### src/source/lcdSpi_defs.svh
// size macros for the LCD SPI link, included by the package and any RTL that needs bit counts
`ifndef LCD_SPI_DEFS_SVH
`define LCD_SPI_DEFS_SVH

// bits in one command or parameter byte
`define LCD_BYTE_BITS 8

// bits in one pixel word (RGB565)
`define LCD_WORD_BITS 16

// clk cycles per SCK phase, so one SCK period is twice this
// 1 gives SCK at half the clk rate, values up to 4 are fine
`define LCD_SCK_HALF 1

`endif

### src/source/lcdSpiPkg.sv
// shared types of the LCD SPI link: host word views, decoded command and host status word
`include "lcdSpi_defs.svh"

package lcdSpiPkg;

	// byte view of the host word, used by the load strobe
	typedef struct packed {
		logic [`LCD_WORD_BITS-`LCD_BYTE_BITS-3:0] rsvd; // bits 15:10, not decoded
		logic dcSel;                                    // DCX level, 0 = command, 1 = data
		logic csRelease;                                // raise CSX, no bits shifted
		logic [`LCD_BYTE_BITS-1:0] data;                // command or parameter byte
	} hostByte_s;

	// the host word, read as a byte request on load and as a pixel on load16
	typedef union packed {
		hostByte_s byteView;
		logic [`LCD_WORD_BITS-1:0] pixelView;
	} hostWord_u;

	// command handed from decode to the shifter and the line control
	typedef struct packed {
		logic start;                          // begin shifting
		logic csRelease;                      // raise CSX only
		logic isWord;                         // 16 bits instead of 8
		logic dcx;                            // DCX level for this transfer
		logic [`LCD_WORD_BITS-1:0] payload;   // MSB first, bytes left-aligned
	} spiCmd_s;

	// status word seen by the host
	typedef struct packed {
		logic busy;              // bit 15, transfer in progress
		logic [14:0] frameCount; // completed transfers, wraps
	} lcdStatus_s;

endpackage

### src/source/lcdCmdDecode.sv
// decode stage: samples host strobes, picks the union view and registers one SPI command
`include "lcdSpi_defs.svh"

module lcdCmdDecode (
	input logic clk,
	input logic rstN,
	input logic load,                       // byte strobe
	input logic load16,                     // pixel strobe, wins over load
	input lcdSpiPkg::hostWord_u in,
	input logic busy,                       // shifter is running
	output lcdSpiPkg::spiCmd_s cmd,
	output logic cmdValid                   // one-cycle pulse with cmd
);

	logic accept;                 // strobe taken this cycle
	logic pendValid;              // first stage holds a strobe
	logic pendIsWord;             // that strobe was load16
	lcdSpiPkg::hostWord_u pendWord;
	lcdSpiPkg::spiCmd_s nextCmd;

	// one command at a time: anything already in flight or shifting blocks new strobes
	assign accept = (load | load16) & ~busy & ~cmdValid & ~pendValid;

	// first stage, capture strobe kind and host word
	always_ff @(posedge clk or negedge rstN) begin
		if (!rstN) begin
			pendValid <= 1'b0;
			pendIsWord <= 1'b0;
		end else begin
			pendValid <= accept;
			if (accept)
				pendIsWord <= load16; // load16 has priority
		end
	end

	// word itself is payload, no reset
	always_ff @(posedge clk) begin
		if (accept)
			pendWord <= in;
	end

	// build the command from whichever view the strobe asked for
	always_comb begin
		nextCmd = '0;
		if (pendIsWord) begin
			nextCmd.start = 1'b1;
			nextCmd.isWord = 1'b1;
			nextCmd.dcx = 1'b1;                     // pixels are always data
			nextCmd.payload = pendWord.pixelView;
		end else begin
			nextCmd.start = ~pendWord.byteView.csRelease;
			nextCmd.csRelease = pendWord.byteView.csRelease;
			nextCmd.dcx = pendWord.byteView.dcSel;  // DCX follows even on release
			// byte sits in the top bits so the shifter always sends from bit 15
			nextCmd.payload = {pendWord.byteView.data,
				{(`LCD_WORD_BITS - `LCD_BYTE_BITS){1'b0}}};
		end
	end

	// second stage, registered command and its valid pulse
	always_ff @(posedge clk or negedge rstN) begin
		if (!rstN)
			cmdValid <= 1'b0;
		else
			cmdValid <= pendValid;
	end

	always_ff @(posedge clk) begin
		if (pendValid)
			cmd <= nextCmd;
	end

endmodule

### src/source/lcdSpiShifter.sv
// execute stage: shifts the command payload out MSB first on SDO and generates SCK
`include "lcdSpi_defs.svh"

module lcdSpiShifter (
	input logic clk,
	input logic rstN,
	input lcdSpiPkg::spiCmd_s cmd,
	input logic cmdValid,
	output logic sck,     // idles low, mode 0
	output logic sdo,
	output logic busy,    // high for the whole transfer
	output logic done     // last cycle of busy
);

	// phase counter must be at least one bit wide even for a half period of 1
	localparam int PhaseW = ($clog2(`LCD_SCK_HALF) > 0) ? $clog2(`LCD_SCK_HALF) : 1;
	localparam int CountW = $clog2(`LCD_WORD_BITS + 1);

	logic [`LCD_WORD_BITS-1:0] shiftReg;  // bit 15 drives SDO
	logic [CountW-1:0] bitCount;          // bits still to finish
	logic [PhaseW-1:0] phase;             // cycles spent in the current SCK phase
	logic phaseEnd;                       // SCK toggles at the next edge
	logic fallEdge;                       // SCK goes high to low at the next edge
	logic loadCmd;

	assign loadCmd = cmdValid & cmd.start;
	assign phaseEnd = (phase == PhaseW'(`LCD_SCK_HALF - 1));
	assign fallEdge = busy & sck & phaseEnd;

	// final falling edge of the last bit
	assign done = fallEdge & (bitCount == CountW'(1));

	// SDO is held low between transfers
	assign sdo = busy & shiftReg[`LCD_WORD_BITS-1];

	// SCK, phase and bit counters
	always_ff @(posedge clk or negedge rstN) begin
		if (!rstN) begin
			busy <= 1'b0;
			sck <= 1'b0;
			phase <= '0;
			bitCount <= '0;
		end else if (loadCmd) begin
			busy <= 1'b1;
			sck <= 1'b0;  // first bit is set up during a full low phase
			phase <= '0;
			bitCount <= cmd.isWord ? CountW'(`LCD_WORD_BITS) : CountW'(`LCD_BYTE_BITS);
		end else if (busy) begin
			if (phaseEnd) begin
				phase <= '0;
				sck <= ~sck;
				if (sck) begin
					// a bit is complete once SCK falls
					bitCount <= bitCount - CountW'(1);
					if (bitCount == CountW'(1))
						busy <= 1'b0;
				end
			end else begin
				phase <= phase + PhaseW'(1);
			end
		end
	end

	// data register, shifts only after a falling SCK edge so the rising edge sees a stable bit
	always_ff @(posedge clk) begin
		if (loadCmd)
			shiftReg <= cmd.payload;
		else if (fallEdge)
			shiftReg <= {shiftReg[`LCD_WORD_BITS-2:0], 1'b0};
	end

endmodule

### src/source/lcdLineControl.sv
// result stage: holds the CSX and DCX lines and builds the host status word
module lcdLineControl (
	input logic clk,
	input logic rstN,
	input lcdSpiPkg::spiCmd_s cmd,
	input logic cmdValid,
	input logic done,                        // one pulse per finished transfer
	input logic busy,
	output logic csx,                        // chip select, active low
	output logic dcx,                        // 0 = command, 1 = data
	output lcdSpiPkg::lcdStatus_s status
);

	logic [14:0] frameCount;  // matches the status field, wraps

	// CSX goes low with a start and stays low after the transfer;
	// only a release takes it high again, after the last SCK fall
	always_ff @(posedge clk or negedge rstN) begin
		if (!rstN) begin
			csx <= 1'b1; // panel deselected out of reset
		end else if (cmdValid) begin
			if (cmd.start)
				csx <= 1'b0;
			else if (cmd.csRelease)
				csx <= 1'b1;
		end
	end

	// DCX takes the new level on every command, release included
	always_ff @(posedge clk or negedge rstN) begin
		if (!rstN)
			dcx <= 1'b0;
		else if (cmdValid)
			dcx <= cmd.dcx;
	end

	// count finished transfers, releases never pulse done
	always_ff @(posedge clk or negedge rstN) begin
		if (!rstN)
			frameCount <= '0;
		else if (done)
			frameCount <= frameCount + 15'd1;
	end

	// busy comes straight from the shifter so the host sees it from the load cycle
	always_comb begin
		status.busy = busy;
		status.frameCount = frameCount;
	end

endmodule

### src/source/lcdSpi.sv
// top of the write-only LCD SPI link: host strobes in, CSX/DCX/SDO/SCK and status out
module lcdSpi (
	input logic clk,
	input logic rstN,
	input logic load,                       // send byte or release, per in word
	input logic load16,                     // send 16-bit pixel
	input lcdSpiPkg::hostWord_u in,
	output lcdSpiPkg::lcdStatus_s out,      // busy and transfer count
	output logic DCX,
	output logic CSX,
	output logic SDO,
	output logic SCK
);

	lcdSpiPkg::spiCmd_s cmd;
	logic cmdValid;
	logic busy;
	logic done;

	// strobe to registered command
	lcdCmdDecode decodeInst (
		.clk(clk),
		.rstN(rstN),
		.load(load),
		.load16(load16),
		.in(in),
		.busy(busy),
		.cmd(cmd),
		.cmdValid(cmdValid)
	);

	// serializer and SCK
	lcdSpiShifter shifterInst (
		.clk(clk),
		.rstN(rstN),
		.cmd(cmd),
		.cmdValid(cmdValid),
		.sck(SCK),
		.sdo(SDO),
		.busy(busy),
		.done(done)
	);

	// CSX, DCX and status word
	lcdLineControl lineInst (
		.clk(clk),
		.rstN(rstN),
		.cmd(cmd),
		.cmdValid(cmdValid),
		.done(done),
		.busy(busy),
		.csx(CSX),
		.dcx(DCX),
		.status(out)
	);

endmodule

### config.mk
export PLATFORM = sky130hd
export DESIGN_NAME = lcdSpi
export DESIGN_NICKNAME = d
export VERILOG_FILES = /design/src/source/lcdSpiPkg.sv /design/src/source/lcdCmdDecode.sv /design/src/source/lcdSpiShifter.sv /design/src/source/lcdLineControl.sv /design/src/source/lcdSpi.sv
export VERILOG_INCLUDE_DIRS = /design/src /design/src/source
export SDC_FILE = /design/constraint.sdc
export NUM_CORES = 1
export LEC_CHECK = 0
export CAP_MARGIN = 20
export CORE_MARGIN = 1.5
export CORE_UTILIZATION = 60
export DETAILED_ROUTE_END_ITERATION = 6
export DONT_BUFFER_PORTS = 1
export GPL_TIMING_DRIVEN = 0
export HOLD_SLACK_MARGIN = 0.08
export PLACE_DENSITY = 0.85
export SLEW_MARGIN = 20
export SYNTH_ARGS = -nofsm -noshare
export SYNTH_HDL_FRONTEND = slang
export SYNTH_SLANG_ARGS = --single-unit
### constraint.sdc
create_clock -name clk -period 8.98 [get_ports clk]
set_clock_uncertainty 0.1 [all_clocks]
set_input_delay 2.245 -clock clk [delete_from_list [all_inputs] [get_ports clk]]
set_output_delay 2.245 -clock clk [all_outputs]
set_load 0.02 [all_outputs]
# ---- After elaboration in Yosys (flattened, before gate mapping)
# Index checks and enable logic that the tools add are counted.
# W data, S select, Z words.
dict set report totals {
  ff_bits 80
  latchBits 0
  mem_bits_rw 0
  romBits 0
  inputBits 20
  output_inout_bits 20
  elab_cells 67
  mem_count 0
}
dict set report classes {
  addsub 3
  multipliers 0
  n_div 0
  magnitude_cmp 0
  eq_ne 2
  shifts 0
  n_mux 22
  bitwise_logic 15
  n_reduce_logical 7
}
# cell count
set op_table {}
lappend op_table {{$mux W16} 3}
lappend op_table {{$mux W5} 5}
lappend op_table {{$add A15 B1 Y15 const B} 1}
lappend op_table {{$mux W1} 14}
lappend op_table {{$and A1 B1 Y1} 8}
lappend op_table {{$reduce_bool A2 Y1} 4}
lappend op_table {{$not A1 Y1} 6}
lappend op_table {{$eq A5 B1 Y1 const B} 1}
lappend op_table {{$sub A5 B1 Y5 const B} 1}
lappend op_table {{$reduce_and A2 Y1} 2}
lappend op_table {{$reduce_and A3 Y1} 1}
lappend op_table {{$ne A2 B2 Y1 const B} 1}
lappend op_table {{$add A1 B1 Y1 const B} 1}
lappend op_table {{$or A1 B1 Y1} 1}

# ---- Logic depth before layout (Yosys ltp)
dict set report logic_depth {
  word_depth 6
  ltp_mapped 6
  depth_no_buf 6
}

# ---- By module
# A second synthesis with hierarchy kept.
dict set report hier_totals {
  cells_unflattened 230
  hier_area_um2 3185.6
}
# mod n_inst cells_each area_per_inst_um2 seq_area_each_um2
set by_module_without_submodules {}
lappend by_module_without_submodules {lcdCmdDecode 1 64 1352.5 1156.1}
lappend by_module_without_submodules {lcdSpiShifter 1 105 1052.3 655.6}
lappend by_module_without_submodules {lcdLineControl 1 61 780.7 426.7}

# ---- Worst setup path after synthesis
# No wires, ideal clock.
dict set report synth_path {
  path_kind {input -> register}
  start {input load16}
  end {register decodeInst.pendIsWord}
  setup_ns 0.125
  arrival_time_ns 4.439
  t_required_ns 8.755
  slack_ns 4.316
  path_stages 3
  n_path_buf 0
  path_cell_list {nor2_1 nor4_1 mux2_2}
}
dict set report synth_via {
  elab_chain_len 4
}
# element line
set synth_lines {}
lappend synth_lines {{from (decl)} lcdSpi.sv:6} ;# input logic load16,
lappend synth_lines {{$or A1 B1 Y1} lcdCmdDecode.sv:22} ;# assign accept = (load | load16) & ~busy & ~cmdValid & ~pendValid;
lappend synth_lines {{$and A1 B1 Y1 (3 in series)} lcdCmdDecode.sv:22}
lappend synth_lines {{named net decodeInst.accept} lcdCmdDecode.sv:15} ;# logic accept;
lappend synth_lines {{to (signal assigned)} lcdCmdDecode.sv:32} ;# pendIsWord <= load16;
lappend synth_lines {{to (decl)} lcdCmdDecode.sv:17} ;# logic pendIsWord;
# The timed path passes the listed nets, and every way through them passes these cells.
# A chain may end at the register's enable or synchronous reset.

# ---- Worst setup path after layout
dict set report layout_path {
  start {register shifterInst.busy}
  end {output SDO}
}
dict set report layout_via {
  elab_chain_len 1
}
# element line
set layout_lines {}
lappend layout_lines {{from (decl)} lcdSpiShifter.sv:11} ;# output logic busy,
lappend layout_lines {{from (signal assigned)} lcdSpiShifter.sv:39} ;# busy <= 1'b0;
lappend layout_lines {{from (signal assigned)} lcdSpiShifter.sv:44} ;# busy <= 1'b1;
lappend layout_lines {{from (signal assigned)} lcdSpiShifter.sv:56} ;# busy <= 1'b0;
lappend layout_lines {{$and A1 B1 Y1} lcdSpiShifter.sv:34} ;# assign sdo = busy & shiftReg[`LCD_WORD_BITS-1];
lappend layout_lines {{to (decl)} lcdSpi.sv:11} ;# output logic SDO,
# No other way between the ends.

==> flow_summary_export.csv <==
group,metric,value,unit
clock_tree,ctsHoldBuffers,0,
global_route,use_met1,24.9,%
pwr,worst_ir_drop_vdd,0.203,mV
pwr,clock_power_share,19.9,%
cells_and_area,area_delta_synth_final,8.22,%
global_route,grt_pass1_vias,1742,
logic_synthesis,synthArstFlopShare,34.2,%
logic_synthesis,synth.avg_cell_area,13.8,um^2
clock_tree,cts_setup_buffers,0,
critical_path,worst_path_max_delay_cell,"dfrtp_1",
critical_path,cp-start-kind,"flop",
sta,rsz0062_at_grt,"no",
floorplan,die_y,75.3,um
logic_synthesis,ys_seq_area_share,71.4,%
sta,tns,0,ns
critical_path,crit_type,"reg2out",
pwr,netSwitchingFraction,31.6,%
place,io_buffers,0,
critical_path,path_cells,"and2_1",
logic_synthesis,synth_enable_flop_cells,52,
clock_tree,htree_levels,3,
sta,min_period,3.49,ns
detailed_routing,drt_iter0_drc,134,
floorplan,initial_utilization,61.8,%
critical_path,cp-end-kind,"primary output",
logic_synthesis,yosys-top-cells-count,"57 x nand2_1, 52 x edfxtp_1, 26 x dfrtp_1",
place,gp_congestion,0.768,
global_route,grt_max_degree,28,
pwr,p_int,727,uW
clock_tree,clk_pin_slew,0.07,ns
place,place_hpwl,3.38,mm
cells_and_area,drive_above_1_share,13.5,%
global_route,antenna_found_initial,0,
critical_path,crit_fanout,8,
global_route,met3_usage,7.76,%
logic_synthesis,yosys.cell_types.count,31,
floorplan,std_cell_rows,26,
worst_hold_path,hp-class,"reg2reg",
critical_path,cp.arrival,1.15,ns
logic_synthesis,synthTopCellsByArea,"edfxtp_1 50%, dfrtp_1 21%, nand2_1 6.8%",
logic_synthesis,netlist_area,3130,um^2
place,placed_area,3240,um^2
sta,tightest_slew,0.898,ns
clock_tree,clock_latency,0.34,ns
logic_synthesis,synth_nets,250,
sta,clock.fmax,0.286,GHz
clock_tree,cts_root_buffer,"clkbuf_8",
outcome,status,"finished, final reports clean",
pwr,p_per_area,314,nW/um^2
detailed_routing,drtPass1Iterations,4,
logic_synthesis,yosysWarningCount,0,
logic_synthesis,yosysTopAreaCellShare,49.8,%
clock_tree,cts_tree,"built",
global_route,track_usage,19.9,%
logic_synthesis,synth_seq_cells,79,
pwr,leakage,0.00136,uW
logic_synthesis,yosysMostFrequentCell,"nand2_1",
flow_run,drv_cap,0,
cells_and_area,final_nets,263,
critical_path,crit_buf_inv,0,
logic_synthesis,synthFlopType,"edfxtp_1",
clock_tree,clock-sinks,79,
detailed_routing,drc,0,
floorplan,die_area,5670,um^2
global_route,grt_overflow,0,
critical_path,max_stage_delay,0.51,ns
pwr,pwr-share-seq,58.7,%
clock_tree,numCtsBuffers,9,
critical_path,crit_family,"flip-flops",
cells_and_area,final_area,3390,um^2
pwr,pwr-share-comb,21.5,%
detailed_routing,drt-total-wl,4.99,mm
global_route,grt_pass1_wl,7.76,mm
global_route,grtUsageMet2,30.7,%
sta,whs,0.348,ns
detailed_routing,routedWlPerCell,15.9,um
pwr,p_switching,337,uW
sta,maxSlewHeadroom,40.1,%
clock_tree,cts_buffer_depth,2,
logic_synthesis,synth_cells,227,
cells_and_area,utilization,66.8,%
sta,slew_violations,0,
sta,hold_viol,0,
logic_synthesis,post-synth-top-area-cell,"edfxtp_1",
floorplan,fp.dieW,75.3,um
floorplan,ioPinCount,40,
critical_path,required,6.64,ns
floorplan,core-area,5070,um^2
detailed_routing,vias,1719,
clock_tree,postCtsResizedCells,0,
global_route,grt_busiest_layer,"met2",
sta,fin_crit_sh,38.9,%
detailed_routing,ant_nets,0,
cells_and_area,diodes,0,
sta,setup_viol,0,
detailed_routing,detail_route.vias_per_cell,5.47,
==> kinds of logic (layout without fill, tap and decap cells) <==
| kind of cell | Yosys count | count (layout) | synth area share, % |
|---|---|---|---|
| AOI/OAI and AO/OA | 4 | 4 | 0.838 |
| and+or+nand+nor | 100 | 100 | 15.8 |
| buffers and inverters | 11 | 28 | 1.44 |
| adders and majority gates | 3 | 3 | 1.20 |
| muxes | 12 | 12 | 4.27 |
| xor gates and xnor gates | 18 | 18 | 5.03 |
| DFF | 79 | 79 | 71.4 |
==> power by group through the flow <==
stage	Clock, uW	Sequential, uW	Combinational (uW)
global placement	0	625	213
detailed placement	0	632	230
floorplan	0	608	179
global route	231	636	256
finish	211	624	228
CTS	218	624	232
==> state kept, by name, indices dropped and copies added, names as in the netlist <==
signal	cells
decodeInst.cmd	20
decodeInst.cmdValid	1
decodeInst.pendIsWord	1
decodeInst.pendValid	1
decodeInst.pendWord	16
lineInst.csx	1
lineInst.dcx	1
lineInst.frameCount	15
shifterInst.bitCount	5
shifterInst.busy	1
shifterInst.sck	1
shifterInst.shiftReg	16
==> final cells by class <==
cell class                      instances  area, um^2
Timing Repair Buffer                    2        10.0
Multi-Input combinational cell        137         857
Buffer                                  8        33.8
Inverter                                3        11.3
Clock buffer                           10         128
Tap cell                               70        87.6
Sequential cell                        79        2240
Fill cell                             359        1680
Clock inverter                          5        26.3
==> worst paths after layout <==
path / startpoint / to / slack, ns / cells after the start
hold / removal: decodeInst.pendIsWord / decodeInst.cmd[17] / 0.35 / 0
setup / recovery: shifterInst.busy / SDO / 5.49 / 1
min in group asynchronous: rstN / lineInst.frameCount[3] / 1.49 / 0
hold reg to reg: decodeInst.pendIsWord / decodeInst.cmd[17] / 0.35 / 0
max in group asynchronous: rstN / lineInst.csx / 7.12 / 0
setup reg to reg: decodeInst.pendValid / decodeInst.pendWord[12] / 6.82 / 2
==> metal layers <==
metal,vias up,part of all wire (%)
met5,-,0
met4,0,2.2
met3,10,3.9
met2,37,50
met1,853,43
li1,819,-
==> cells in the final DEF (no fill, tap or decap), drive strengths merged, types with 2 or more instances in the layout <==
cell	count
nand2	57
edfxtp	52
dfrtp	26
clkbuf	17
xnor2	12
mux2	11
and2	11
nor2	9
xor2	6
nand3	5
nand4	4
clkinv	4
nor4	4
inv	3
ha	3
buf	3
and4	2
and3	2
==> metrics by stage <==
stage / std cells / worst slack, ns / power [uW]
3_5_place_dp: 299 / 5.47 / 861
4_1_cts: 314 / 5.46 / 1070
2_1_floorplan: 227 / 4.32 / 787
5_1_grt: 314 / 5.42 / 1120
3_3_place_gp: 297 / 3.59 / 838
6_report: 314 / 5.49 / 1060
Note: power is estimated with default switching activity, not from simulation.
